===== src/tomasulo_pkg.sv =====
`default_nettype none

package tomasulo_pkg;

	// --------------------------------------------------
	// Core dimensions
	// --------------------------------------------------
	localparam int XLEN       = 32;   // Data path width
	localparam int REG_ADDR_W = 5;    // Architectural register index
	localparam int NUM_REGS   = 32;   // x0..x31
	localparam int NUM_RS     = 4;    // ALU reservation stations
	localparam int TAG_W      = 3;    // Tag 0 means value present
	localparam int ALU_OP_W   = 4;    // {alt bit, funct3}

	// --------------------------------------------------
	// ALU operation codes
	// --------------------------------------------------
	localparam logic [ALU_OP_W-1:0] OP_ADD  = 4'b0000;
	localparam logic [ALU_OP_W-1:0] OP_SUB  = 4'b1000;   // Alt form of ADD
	localparam logic [ALU_OP_W-1:0] OP_SLL  = 4'b0001;
	localparam logic [ALU_OP_W-1:0] OP_SLT  = 4'b0010;   // Signed compare
	localparam logic [ALU_OP_W-1:0] OP_SLTU = 4'b0011;   // Unsigned compare
	localparam logic [ALU_OP_W-1:0] OP_XOR  = 4'b0100;
	localparam logic [ALU_OP_W-1:0] OP_SRL  = 4'b0101;
	localparam logic [ALU_OP_W-1:0] OP_SRA  = 4'b1101;   // Alt form of SRL
	localparam logic [ALU_OP_W-1:0] OP_OR   = 4'b0110;
	localparam logic [ALU_OP_W-1:0] OP_AND  = 4'b0111;

	// RV32I major opcodes handled here
	localparam logic [6:0] OPC_OP     = 7'b0110011;  // Register-register
	localparam logic [6:0] OPC_OP_IMM = 7'b0010011;  // Register-immediate

	// --------------------------------------------------
	// Instruction word, R and I views of the same bits
	// --------------------------------------------------
	typedef union packed {
		struct packed {
			logic [6:0]            funct7;   // Bit 5 picks SUB / SRA
			logic [REG_ADDR_W-1:0] rs2;
			logic [REG_ADDR_W-1:0] rs1;
			logic [2:0]            funct3;
			logic [REG_ADDR_W-1:0] rd;
			logic [6:0]            opcode;
		} r;
		struct packed {
			logic [11:0]           imm12;    // Sign bit at 11
			logic [REG_ADDR_W-1:0] rs1;
			logic [2:0]            funct3;
			logic [REG_ADDR_W-1:0] rd;
			logic [6:0]            opcode;
		} i;
	} inst_word_u;

endpackage

`default_nettype wire


===== src/alu_issue.sv =====
`timescale 1ns/1ps
`default_nettype none

module alu_issue (
	input  logic                                inst_valid,
	input  tomasulo_pkg::inst_word_u            inst,
	input  logic                                all_busy,
	input  logic [tomasulo_pkg::TAG_W-1:0]      free_tag,
	input  logic [tomasulo_pkg::TAG_W-1:0]      rs1_tag,
	input  logic [tomasulo_pkg::TAG_W-1:0]      rs2_tag,
	input  logic [tomasulo_pkg::XLEN-1:0]       rs1_value,
	input  logic [tomasulo_pkg::XLEN-1:0]       rs2_value,
	output logic                                issue_stall,
	output logic [tomasulo_pkg::REG_ADDR_W-1:0] rs1_addr,
	output logic [tomasulo_pkg::REG_ADDR_W-1:0] rs2_addr,
	output logic [tomasulo_pkg::REG_ADDR_W-1:0] rd_addr,
	output logic                                rename_en,
	output logic                                issue,
	output logic [tomasulo_pkg::ALU_OP_W-1:0]   issue_op,
	output logic [tomasulo_pkg::TAG_W-1:0]      q1,
	output logic [tomasulo_pkg::XLEN-1:0]       v1,
	output logic [tomasulo_pkg::TAG_W-1:0]      q2,
	output logic [tomasulo_pkg::XLEN-1:0]       v2
);
	import tomasulo_pkg::*;

	logic            is_reg;     // OP major opcode
	logic            is_imm;     // OP-IMM major opcode
	logic            is_shift;   // funct3 001 or 101
	logic            has_free;   // Station pool can take one more
	logic            alt;        // SUB / SRA / SRAI
	logic [XLEN-1:0] imm;        // Operand 2 for OP-IMM

	// --------------------------------------------------
	// Decode
	// --------------------------------------------------
	assign is_reg   = (inst.r.opcode == OPC_OP);
	assign is_imm   = (inst.i.opcode == OPC_OP_IMM);
	assign is_shift = (inst.i.funct3[1:0] == 2'b01);
	assign has_free = (free_tag != '0);

	always_comb begin
		alt = 1'b0;
		if (is_reg)
			alt = inst.r.funct7[5] & (inst.r.funct3 == 3'b000 || inst.r.funct3 == 3'b101);
		else if (is_imm)
			alt = inst.i.imm12[10] & (inst.i.funct3 == 3'b101);  // No SUBI in RV32I
	end

	assign issue_op = {alt, inst.r.funct3};

	// Shift amount is only imm[4:0]
	assign imm = is_shift ? {{(XLEN-5){1'b0}}, inst.i.imm12[4:0]}
	                      : {{(XLEN-12){inst.i.imm12[11]}}, inst.i.imm12};

	// Register file lookup
	assign rs1_addr = inst.i.rs1;
	assign rs2_addr = inst.r.rs2;
	assign rd_addr  = inst.r.rd;

	// --------------------------------------------------
	// Issue and rename
	// --------------------------------------------------
	assign issue_stall = all_busy;
	assign issue       = inst_valid & has_free & (is_reg | is_imm);
	assign rename_en   = issue;      // Regfile drops x0 renames

	assign q1 = rs1_tag;
	assign v1 = rs1_value;
	assign q2 = is_imm ? '0 : rs2_tag;      // Immediate is always present
	assign v2 = is_imm ? imm : rs2_value;

	// Station pool must agree that a free tag means not all busy
	always_comb begin
		assert (!(issue && all_busy))
			else $error("alu_issue: issue while all stations busy");
	end

endmodule

`default_nettype wire


===== src/tagged_regfile.sv =====
`timescale 1ns/1ps
`default_nettype none

module tagged_regfile (
	input  logic                                          debug_clk,
	input  logic                                          rst,
	input  logic [tomasulo_pkg::REG_ADDR_W-1:0]           rs1_addr,
	input  logic [tomasulo_pkg::REG_ADDR_W-1:0]           rs2_addr,
	input  logic [tomasulo_pkg::REG_ADDR_W-1:0]           rd_addr,
	input  logic                                          rename_en,
	input  logic [tomasulo_pkg::TAG_W-1:0]                rename_tag,
	input  logic                                          cdb_valid,
	input  logic [tomasulo_pkg::TAG_W-1:0]                cdb_tag,
	input  logic [tomasulo_pkg::XLEN-1:0]                 cdb_value,
	input  logic [tomasulo_pkg::REG_ADDR_W-1:0]           debug_addr,
	output logic [tomasulo_pkg::TAG_W-1:0]                rs1_tag,
	output logic [tomasulo_pkg::XLEN-1:0]                 rs1_value,
	output logic [tomasulo_pkg::TAG_W-1:0]                rs2_tag,
	output logic [tomasulo_pkg::XLEN-1:0]                 rs2_value,
	output logic [tomasulo_pkg::TAG_W+tomasulo_pkg::XLEN-1:0] debug_data
);
	import tomasulo_pkg::*;

	logic [XLEN-1:0]  reg_value [NUM_REGS];   // Architectural value
	logic [TAG_W-1:0] reg_tag   [NUM_REGS];   // Pending producer, 0 if none

	// True when tag is pending and its result is on the CDB now
	function automatic logic cdb_hit(input logic [TAG_W-1:0] tag);
		return cdb_valid && tag != '0 && tag == cdb_tag;
	endfunction

	// --------------------------------------------------
	// Read ports with CDB bypass
	// --------------------------------------------------
	always_comb begin
		rs1_tag   = reg_tag[rs1_addr];
		rs1_value = reg_value[rs1_addr];
		if (cdb_hit(reg_tag[rs1_addr])) begin
			rs1_tag   = '0;           // Result arriving this cycle
			rs1_value = cdb_value;
		end
	end

	always_comb begin
		rs2_tag   = reg_tag[rs2_addr];
		rs2_value = reg_value[rs2_addr];
		if (cdb_hit(reg_tag[rs2_addr])) begin
			rs2_tag   = '0;
			rs2_value = cdb_value;
		end
	end

	// Raw view, no bypass
	assign debug_data = {reg_tag[debug_addr], reg_value[debug_addr]};

	// --------------------------------------------------
	// Rename and CDB writeback
	// --------------------------------------------------
	always_ff @(posedge debug_clk or posedge rst) begin
		if (rst) begin
			for (int i = 0; i < NUM_REGS; i++) begin
				reg_tag[i]   <= '0;
				reg_value[i] <= '0;
			end
		end else begin
			for (int i = 0; i < NUM_REGS; i++) begin
				if (rename_en && rd_addr != '0 && rd_addr == REG_ADDR_W'(i))   // x0 is never renamed
					reg_tag[i] <= rename_tag;             // Newest producer wins
				else if (cdb_hit(reg_tag[i])) begin
					reg_tag[i]   <= '0;
					reg_value[i] <= cdb_value;
				end
			end
		end
	end

	// x0 must never wait on a station
	a_x0_no_tag: assert property (@(posedge debug_clk) disable iff (rst)
		reg_tag[0] == '0)
		else $error("tagged_regfile: x0 carries a tag");

endmodule

`default_nettype wire


===== src/alu_station.sv =====
`timescale 1ns/1ps
`default_nettype none

module alu_station (
	input  logic                              debug_clk,
	input  logic                              rst,
	input  logic                              issue,
	input  logic [tomasulo_pkg::ALU_OP_W-1:0] issue_op,
	input  logic [tomasulo_pkg::TAG_W-1:0]    q1,
	input  logic [tomasulo_pkg::XLEN-1:0]     v1,
	input  logic [tomasulo_pkg::TAG_W-1:0]    q2,
	input  logic [tomasulo_pkg::XLEN-1:0]     v2,
	input  logic                              cdb_valid,
	input  logic [tomasulo_pkg::TAG_W-1:0]    cdb_tag,
	input  logic [tomasulo_pkg::XLEN-1:0]     cdb_value,
	output logic                              all_busy,
	output logic [tomasulo_pkg::TAG_W-1:0]    free_tag,
	output logic                              dispatch,
	output logic [tomasulo_pkg::ALU_OP_W-1:0] dispatch_op,
	output logic [tomasulo_pkg::TAG_W-1:0]    dispatch_tag,
	output logic [tomasulo_pkg::XLEN-1:0]     dispatch_a,
	output logic [tomasulo_pkg::XLEN-1:0]     dispatch_b
);
	import tomasulo_pkg::*;

	logic [NUM_RS-1:0]   busy;            // Entry holds an instruction
	logic [NUM_RS-1:0]   disp;            // Sent to ALU, result not yet out
	logic [NUM_RS-1:0]   ready;           // Both operands present
	logic [ALU_OP_W-1:0] ent_op [NUM_RS];
	logic [TAG_W-1:0]    ent_q1 [NUM_RS];
	logic [XLEN-1:0]     ent_v1 [NUM_RS];
	logic [TAG_W-1:0]    ent_q2 [NUM_RS];
	logic [XLEN-1:0]     ent_v2 [NUM_RS];

	function automatic logic cdb_hit(input logic [TAG_W-1:0] tag);
		return cdb_valid && tag != '0 && tag == cdb_tag;
	endfunction

	// --------------------------------------------------
	// Allocation
	// --------------------------------------------------
	assign all_busy = &busy;

	always_comb begin
		free_tag = '0;                          // None free
		for (int i = NUM_RS - 1; i >= 0; i--)   // Lowest index wins
			if (!busy[i])
				free_tag = TAG_W'(i + 1);
	end

	// --------------------------------------------------
	// Select
	// --------------------------------------------------
	always_comb begin
		for (int i = 0; i < NUM_RS; i++)
			ready[i] = busy[i] & ~disp[i] & (ent_q1[i] == '0) & (ent_q2[i] == '0);
	end

	assign dispatch = |ready;

	always_comb begin
		dispatch_tag = '0;
		dispatch_op  = '0;
		dispatch_a   = '0;
		dispatch_b   = '0;
		for (int i = NUM_RS - 1; i >= 0; i--) begin
			if (ready[i]) begin
				dispatch_tag = TAG_W'(i + 1);
				dispatch_op  = ent_op[i];
				dispatch_a   = ent_v1[i];
				dispatch_b   = ent_v2[i];
			end
		end
	end

	// Entry state
	always_ff @(posedge debug_clk or posedge rst) begin
		if (rst) begin
			busy <= '0;
			disp <= '0;
		end else begin
			for (int i = 0; i < NUM_RS; i++) begin
				if (cdb_valid && busy[i] && cdb_tag == TAG_W'(i + 1)) begin
					busy[i] <= 1'b0;                  // Own result broadcast
					disp[i] <= 1'b0;
				end else if (issue && free_tag == TAG_W'(i + 1)) begin
					busy[i] <= 1'b1;
					disp[i] <= 1'b0;
				end else if (dispatch && dispatch_tag == TAG_W'(i + 1))
					disp[i] <= 1'b1;
			end
		end
	end

	// Operand capture, same-cycle CDB included
	always_ff @(posedge debug_clk) begin
		for (int i = 0; i < NUM_RS; i++) begin
			if (issue && free_tag == TAG_W'(i + 1)) begin
				ent_op[i] <= issue_op;
				ent_q1[i] <= cdb_hit(q1) ? '0 : q1;
				ent_v1[i] <= cdb_hit(q1) ? cdb_value : v1;
				ent_q2[i] <= cdb_hit(q2) ? '0 : q2;
				ent_v2[i] <= cdb_hit(q2) ? cdb_value : v2;
			end else begin
				if (cdb_hit(ent_q1[i])) begin
					ent_q1[i] <= '0;
					ent_v1[i] <= cdb_value;
				end
				if (cdb_hit(ent_q2[i])) begin
					ent_q2[i] <= '0;
					ent_v2[i] <= cdb_value;
				end
			end
		end
	end

	// Broadcast tag must belong to a busy entry already sent to the ALU
	a_cdb_owner: assert property (@(posedge debug_clk) disable iff (rst)
		cdb_valid |-> |(busy & disp & (NUM_RS'(1) << (cdb_tag - TAG_W'(1)))))
		else $error("alu_station: broadcast tag owns no dispatched entry");

endmodule

`default_nettype wire


===== src/alu_exec.sv =====
`timescale 1ns/1ps
`default_nettype none

module alu_exec (
	input  logic                              debug_clk,
	input  logic                              rst,
	input  logic                              dispatch,
	input  logic [tomasulo_pkg::ALU_OP_W-1:0] dispatch_op,
	input  logic [tomasulo_pkg::TAG_W-1:0]    dispatch_tag,
	input  logic [tomasulo_pkg::XLEN-1:0]     dispatch_a,
	input  logic [tomasulo_pkg::XLEN-1:0]     dispatch_b,
	output logic                              cdb_valid,
	output logic [tomasulo_pkg::TAG_W-1:0]    cdb_tag,
	output logic [tomasulo_pkg::XLEN-1:0]     cdb_value
);
	import tomasulo_pkg::*;

	logic [XLEN-1:0] result;   // Combinational ALU output
	logic [4:0]      shamt;    // RV32 shift amount

	assign shamt = dispatch_b[4:0];

	// --------------------------------------------------
	// ALU
	// --------------------------------------------------
	always_comb begin
		case (dispatch_op)
			OP_ADD:  result = dispatch_a + dispatch_b;
			OP_SUB:  result = dispatch_a - dispatch_b;
			OP_SLL:  result = dispatch_a << shamt;
			OP_SLT:  result = {{(XLEN-1){1'b0}}, $signed(dispatch_a) < $signed(dispatch_b)};
			OP_SLTU: result = {{(XLEN-1){1'b0}}, dispatch_a < dispatch_b};
			OP_XOR:  result = dispatch_a ^ dispatch_b;
			OP_SRL:  result = dispatch_a >> shamt;
			OP_SRA:  result = $unsigned($signed(dispatch_a) >>> shamt);  // Sign fill
			OP_OR:   result = dispatch_a | dispatch_b;
			OP_AND:  result = dispatch_a & dispatch_b;
			default: result = '0;
		endcase
	end

	// CDB drive, one pulse per dispatch
	always_ff @(posedge debug_clk or posedge rst) begin
		if (rst) begin
			cdb_valid <= 1'b0;
			cdb_tag   <= '0;
		end else begin
			cdb_valid <= dispatch;
			cdb_tag   <= dispatch_tag;
		end
	end

	always_ff @(posedge debug_clk) begin
		if (dispatch)
			cdb_value <= result;    // Held until next dispatch
	end

	a_cdb_tag: assert property (@(posedge debug_clk) disable iff (rst)
		cdb_valid |-> cdb_tag != '0)
		else $error("alu_exec: broadcast with tag 0");

endmodule

`default_nettype wire


===== src/tomasulo_alu_core.sv =====
`timescale 1ns/1ps
`default_nettype none

module tomasulo_alu_core (
	input  logic                                          debug_clk,
	input  logic                                          rst,
	input  logic                                          inst_valid,
	input  tomasulo_pkg::inst_word_u                      inst,
	input  logic [tomasulo_pkg::REG_ADDR_W-1:0]           debug_addr,
	output logic                                          issue_stall,
	output logic                                          cdb_valid,
	output logic [tomasulo_pkg::TAG_W-1:0]                cdb_tag,
	output logic [tomasulo_pkg::XLEN-1:0]                 cdb_value,
	output logic [tomasulo_pkg::TAG_W+tomasulo_pkg::XLEN-1:0] debug_data
);
	import tomasulo_pkg::*;

	// --------------------------------------------------
	// Interconnect
	// --------------------------------------------------
	logic                  all_busy;       // Station pool full
	logic [TAG_W-1:0]      free_tag;       // Next station tag, also rename tag
	logic [REG_ADDR_W-1:0] rs1_addr, rs2_addr, rd_addr;
	logic [TAG_W-1:0]      rs1_tag, rs2_tag;
	logic [XLEN-1:0]       rs1_value, rs2_value;
	logic                  rename_en;
	logic                  issue;
	logic [ALU_OP_W-1:0]   issue_op;
	logic [TAG_W-1:0]      q1, q2;
	logic [XLEN-1:0]       v1, v2;
	logic                  dispatch;
	logic [ALU_OP_W-1:0]   dispatch_op;
	logic [TAG_W-1:0]      dispatch_tag;
	logic [XLEN-1:0]       dispatch_a, dispatch_b;

	alu_issue issue0 (
		.inst_valid(inst_valid), .inst(inst), .all_busy(all_busy), .free_tag(free_tag),
		.rs1_tag(rs1_tag), .rs2_tag(rs2_tag), .rs1_value(rs1_value), .rs2_value(rs2_value),
		.issue_stall(issue_stall), .rs1_addr(rs1_addr), .rs2_addr(rs2_addr),
		.rd_addr(rd_addr), .rename_en(rename_en), .issue(issue), .issue_op(issue_op),
		.q1(q1), .v1(v1), .q2(q2), .v2(v2)
	);

	tagged_regfile regs0 (
		.debug_clk(debug_clk), .rst(rst),
		.rs1_addr(rs1_addr), .rs2_addr(rs2_addr), .rd_addr(rd_addr),
		.rename_en(rename_en), .rename_tag(free_tag),   // Rename to allocated station
		.cdb_valid(cdb_valid), .cdb_tag(cdb_tag), .cdb_value(cdb_value),
		.debug_addr(debug_addr),
		.rs1_tag(rs1_tag), .rs1_value(rs1_value), .rs2_tag(rs2_tag), .rs2_value(rs2_value),
		.debug_data(debug_data)
	);

	alu_station rs0 (
		.debug_clk(debug_clk), .rst(rst),
		.issue(issue), .issue_op(issue_op), .q1(q1), .v1(v1), .q2(q2), .v2(v2),
		.cdb_valid(cdb_valid), .cdb_tag(cdb_tag), .cdb_value(cdb_value),
		.all_busy(all_busy), .free_tag(free_tag),
		.dispatch(dispatch), .dispatch_op(dispatch_op), .dispatch_tag(dispatch_tag),
		.dispatch_a(dispatch_a), .dispatch_b(dispatch_b)
	);

	alu_exec exec0 (
		.debug_clk(debug_clk), .rst(rst),
		.dispatch(dispatch), .dispatch_op(dispatch_op), .dispatch_tag(dispatch_tag),
		.dispatch_a(dispatch_a), .dispatch_b(dispatch_b),
		.cdb_valid(cdb_valid), .cdb_tag(cdb_tag), .cdb_value(cdb_value)   // Sole CDB source
	);

endmodule

`default_nettype wire


===== config.mk =====
export PLATFORM = sky130hd
export DESIGN_NAME = tomasulo_alu_core
export DESIGN_NICKNAME = d
export VERILOG_FILES = /design/src/tomasulo_pkg.sv /design/src/alu_issue.sv /design/src/tagged_regfile.sv /design/src/alu_station.sv /design/src/alu_exec.sv /design/src/tomasulo_alu_core.sv
export SDC_FILE = /design/constraint.sdc
export NUM_CORES = 2
export LEC_CHECK = 0
export CORE_MARGIN = 8
export CORE_UTILIZATION = 25
export DETAILED_ROUTE_END_ITERATION = 16
export DONT_BUFFER_PORTS = 1
export GPL_TIMING_DRIVEN = 0
export HOLD_SLACK_MARGIN = 0.02
export SLEW_MARGIN = 40
export SYNTH_ARGS = -nofsm -noshare
export SYNTH_HDL_FRONTEND = slang
export SYNTH_SLANG_ARGS = --single-unit
export TNS_END_PERCENT = 5

===== constraint.sdc =====
create_clock -name debug_clk -period 46.6 [get_ports debug_clk]
set_clock_uncertainty 0.1 [all_clocks]
set_input_delay 4.66 -clock debug_clk [delete_from_list [all_inputs] [get_ports debug_clk]]
set_output_delay 4.66 -clock debug_clk [all_outputs]
set_load 0.01 [all_outputs]

==> impl_results.md <==
* Fraction of layout cells with a size suffix above 1 at 41.1%
* Cells after synthesis at 7094
* Critical path peak fanout at 10
* Hold Path Origin: regs0.reg_value[173]$_DFFE_PP0P_
* Power Total at 0.00281 W
* Slew @ Worst Pin at 1.00 ns
* Critical path endpoint category: output port
* Vias per cell at 5.93
* RR Endpoint: exec0.cdb_value[23]$_DFFE_PP_
* Register area share after synthesis at 40.4%
* Most frequent cells after synthesis: dfrtp_1 (1132), mux2_2 (1073), mux4_2 (1050)
* Post-route insts no fill at 12500
* RSZ-0062 raised after global routing: false
* Total grt overflow at 0
* Cts hold-fix bufs at 0
* Psw at 0.000714 W
* Setup crit start kind: input pin
* Fillers at 37900
* Clk sinks at 1460
* Status: completed
* Critical path origin: debug_addr[0]
* Area contributors post-synth: dfrtp_1 (30%), mux4_2 (25%), mux2_2 (13%)
* DR DRC count at 0
* CTS tree: yes
* Worst Path Arrival at 8.15 ns
* FF-to-FF path depth at 21
* EDFF count, synth at 322
* Register bit total from synthesis at 1460
* Global-route wire length before repair at 598000 um
* Final Hold Vio Count at 0
* Area of the mapped netlist at 0.0943 mm2
* Net Sw Frac at 25.4%
* CTS root buf: clkbuf_16
* Post-route ant nets at 0
* Worst hold path class: register to register
* Routability congestion estimate at 0.976
* Area of the multi-input gates at 0.0532 mm2
* Worst R2R Setup Slack at 38.62 ns
* I/O pins at 112
* Int Pwr at 0.00210 W
* Sequential Power Share at 46.4%
* Largest net degree at the start of global routing at 82
* Rows at 225
* P&R area growth vs syn at 15.0%
* Nets at 7509
* Die Width at 630 um
* Initial antenna violation count at 30
* Max-cap violations at 0
* Fmax at 77.5 MHz
* Clock transition at path regs at 0.06 ns
* Initial detailed-routing violation count at 11300
* Clock buffer depth at 4
* Die area at 0.397 mm2
* R2R Path Start: rs0.busy[2]$_DFFE_PP0N_
* Clock H-tree levels at 4
* Worst Hold Path EP: regs0.reg_value[173]$_DFFE_PP0P_
* Post-synth net total at 7236
* Final Cycle Share at 27.7%
* CTS buffer count at 171
* Sequential cell area at 0.0381 mm2
* Post-DP HPWL at 327000 um
* Placed cell areas at 0.103 mm2
* Ys flop type: dfrtp_1
* Clk pwr share at 46.9%
* GR Util All Layers at 21.1%
* Routed WL at 436000 um
* DRT Pass-1 Iters at 6
* Post CTS Setup Buffer Count at 0
* Cell variety after synth at 110
* Vias in the first global route at 72900
* Clk_lat worst skew at 0.89 ns
* Path type of the worst setup path: input pin to output port
* Final setup viols at 0
* Hold path depth at 1
* Most numerous cell in the Yosys netlist: dfrtp_1
* Port bufs at 0
* Post-Syn Area per Cell at 13.3 um2
* Core area at 0.376 mm2
* Cell Pwr Density at 25.9 mW/mm2
* Required @ worst endpoint at 41.84 ns
* Ys Warns at 0
* Area leader, netlist: dfrtp_1
* Initial core utilization at 25.1%
* Rel. slew slack at 33.4%
* Pins Over Slew Limit at 0
* Pleak at 43.9 nW
* Post-placement cell count at 12200
* DR WL/cell at 34.9 um
* Die Height at 630 um
* Resize count post-CTS at 0
* Async set or reset register ratio after synthesis at 77.5%
* Minimum clock period at 12.91 ns
* Combinational share of power at 6.7%
* Design area at 0.109 mm2
* Total vias in the final route at 74100
* Synth top area share at 30.0%
* VDD IR-drop max at 0.0290 mV
how the worst max path moves through the flow:
stage,end,slack (ns),cells past startpoint
2_1_floorplan,exec0.cdb_tag[0]$_DFF_PP0_,9.96,1
3_3_place_gp,regs0.reg_value[377]$_DFFE_PP0P_,-1.61,1
3_5_place_dp,debug_data[28],33.77,6
4_1_cts,debug_data[28],33.75,6
5_1_grt,debug_data[28],33.71,6
6_report,debug_data[33],33.69,6
cell usage in the layout (no fill, tap or decap), types with 43 or more instances in the layout:
master and n:
clkbuf_1 326, clkbuf_2 161, mux4_2 1050, nor2_1 218, inv_1 107, mux2_2 1073
mux2i_1 188, o211ai_1 47, nand3_1 177, xnor2_1 81, clkbuf_16 172, buf_2 246
nand2_1 410, o21ai_0 322, o21ai_1 77, o22ai_1 63, buf_16 43, ha_1 100
dfrtp_1 1132, edfxtp_1 322, a21oi_1 238
critical path, cell delays in order:
cell	delay (ns)
clkbuf_2	0.51
clkbuf_1	0.74
buf_2	0.69
mux4_2	0.63
mux4_2	0.51
mux2_2	0.36
power groups by stage:
| stage | Sequential (W) | Clock (W) | Combinational (W) |
|---|---|---|---|
| final | 0.00131 | 0.00132 | 0.000189 |
| after global routing | 0.00131 | 0.00137 | 0.000193 |
| after CTS | 0.00131 | 0.00132 | 0.000186 |
| after detailed placement | 0.00133 | 0 | 0.000185 |
| after global placement | 0.00133 | 0 | 0.000169 |
| after floorplan | 0.00133 | 0 | 0.000102 |
area by class of cell:
| cell class | count | area share, % |
|---|---|---|
| well taps | 4994 | 5.76 |
| plain buffers | 734 | 3.15 |
| clock buffers | 238 | 4.37 |
| repair buffers | 100 | 1.71 |
| flip-flops and latches | 1460 | 35.1 |
| inverters | 115 | 0.414 |
| diodes | 22 | 0.0507 |
| clock inverters | 51 | 0.419 |
| multi-input cells | 4785 | 49.0 |
cells by family (layout without fill, tap and decap cells):
logic type      after synthesis  count (layout)  share of synthesized area [%]
fa+ha+maj                   102             102                           1.37
buf+inv                     849            1238                           3.72
flops                      1460            1460                           40.4
compound gates             1156            1156                           7.93
simple gates               1088            1088                           5.45
xor+xnor                     88              88                          0.817
mux                        2351            2351                           40.3
other cells                   0              22                              0
routing by layer:
layer / vias to the layer above / share of wire (%) / wire length (um) / GRT usage [%]
li1: 28500 / - / - / -
met1: 39200 / 36 / 159000 / 25.4
met2: 5245 / 44 / 190000 / 31.7
met3: 1165 / 13 / 58700 / 8.95
met4: 8 / 6.6 / 28800 / 11.5
met5: - / 0.013 / 55 / 0
per-stage QoR:
stage / hold slack [ns] / TNS, ns / util, % / worst slack, ns
final: 0.440 / 0 / 28.9 / 33.69
after global routing: 0.462 / 0 / 28.9 / 33.71
after CTS: 0.444 / 0 / 28.8 / 33.75
after detailed placement: 0.431 / 0 / 27.5 / 33.77
after global placement: 0.416 / -1461.44 / 26.8 / -1.61
after floorplan: 0.398 / 0 / - / 9.96
sequential cells by signal, summed over array words and instances, names as in the netlist:
| signal | cells |
|---|---|
| rs0.ent_v2 | 128 |
| rs0.ent_q2 | 12 |
| rs0.ent_q1 | 12 |
| exec0.cdb_value | 32 |
| rs0.disp | 4 |
| regs0.reg_value | 1024 |
| exec0.cdb_valid | 1 |
| rs0.ent_v1 | 128 |
| rs0.ent_op | 16 |
| exec0.cdb_tag | 3 |
| regs0.reg_tag | 96 |
| rs0.busy | 4 |
(Power assumes the default switching activity.)
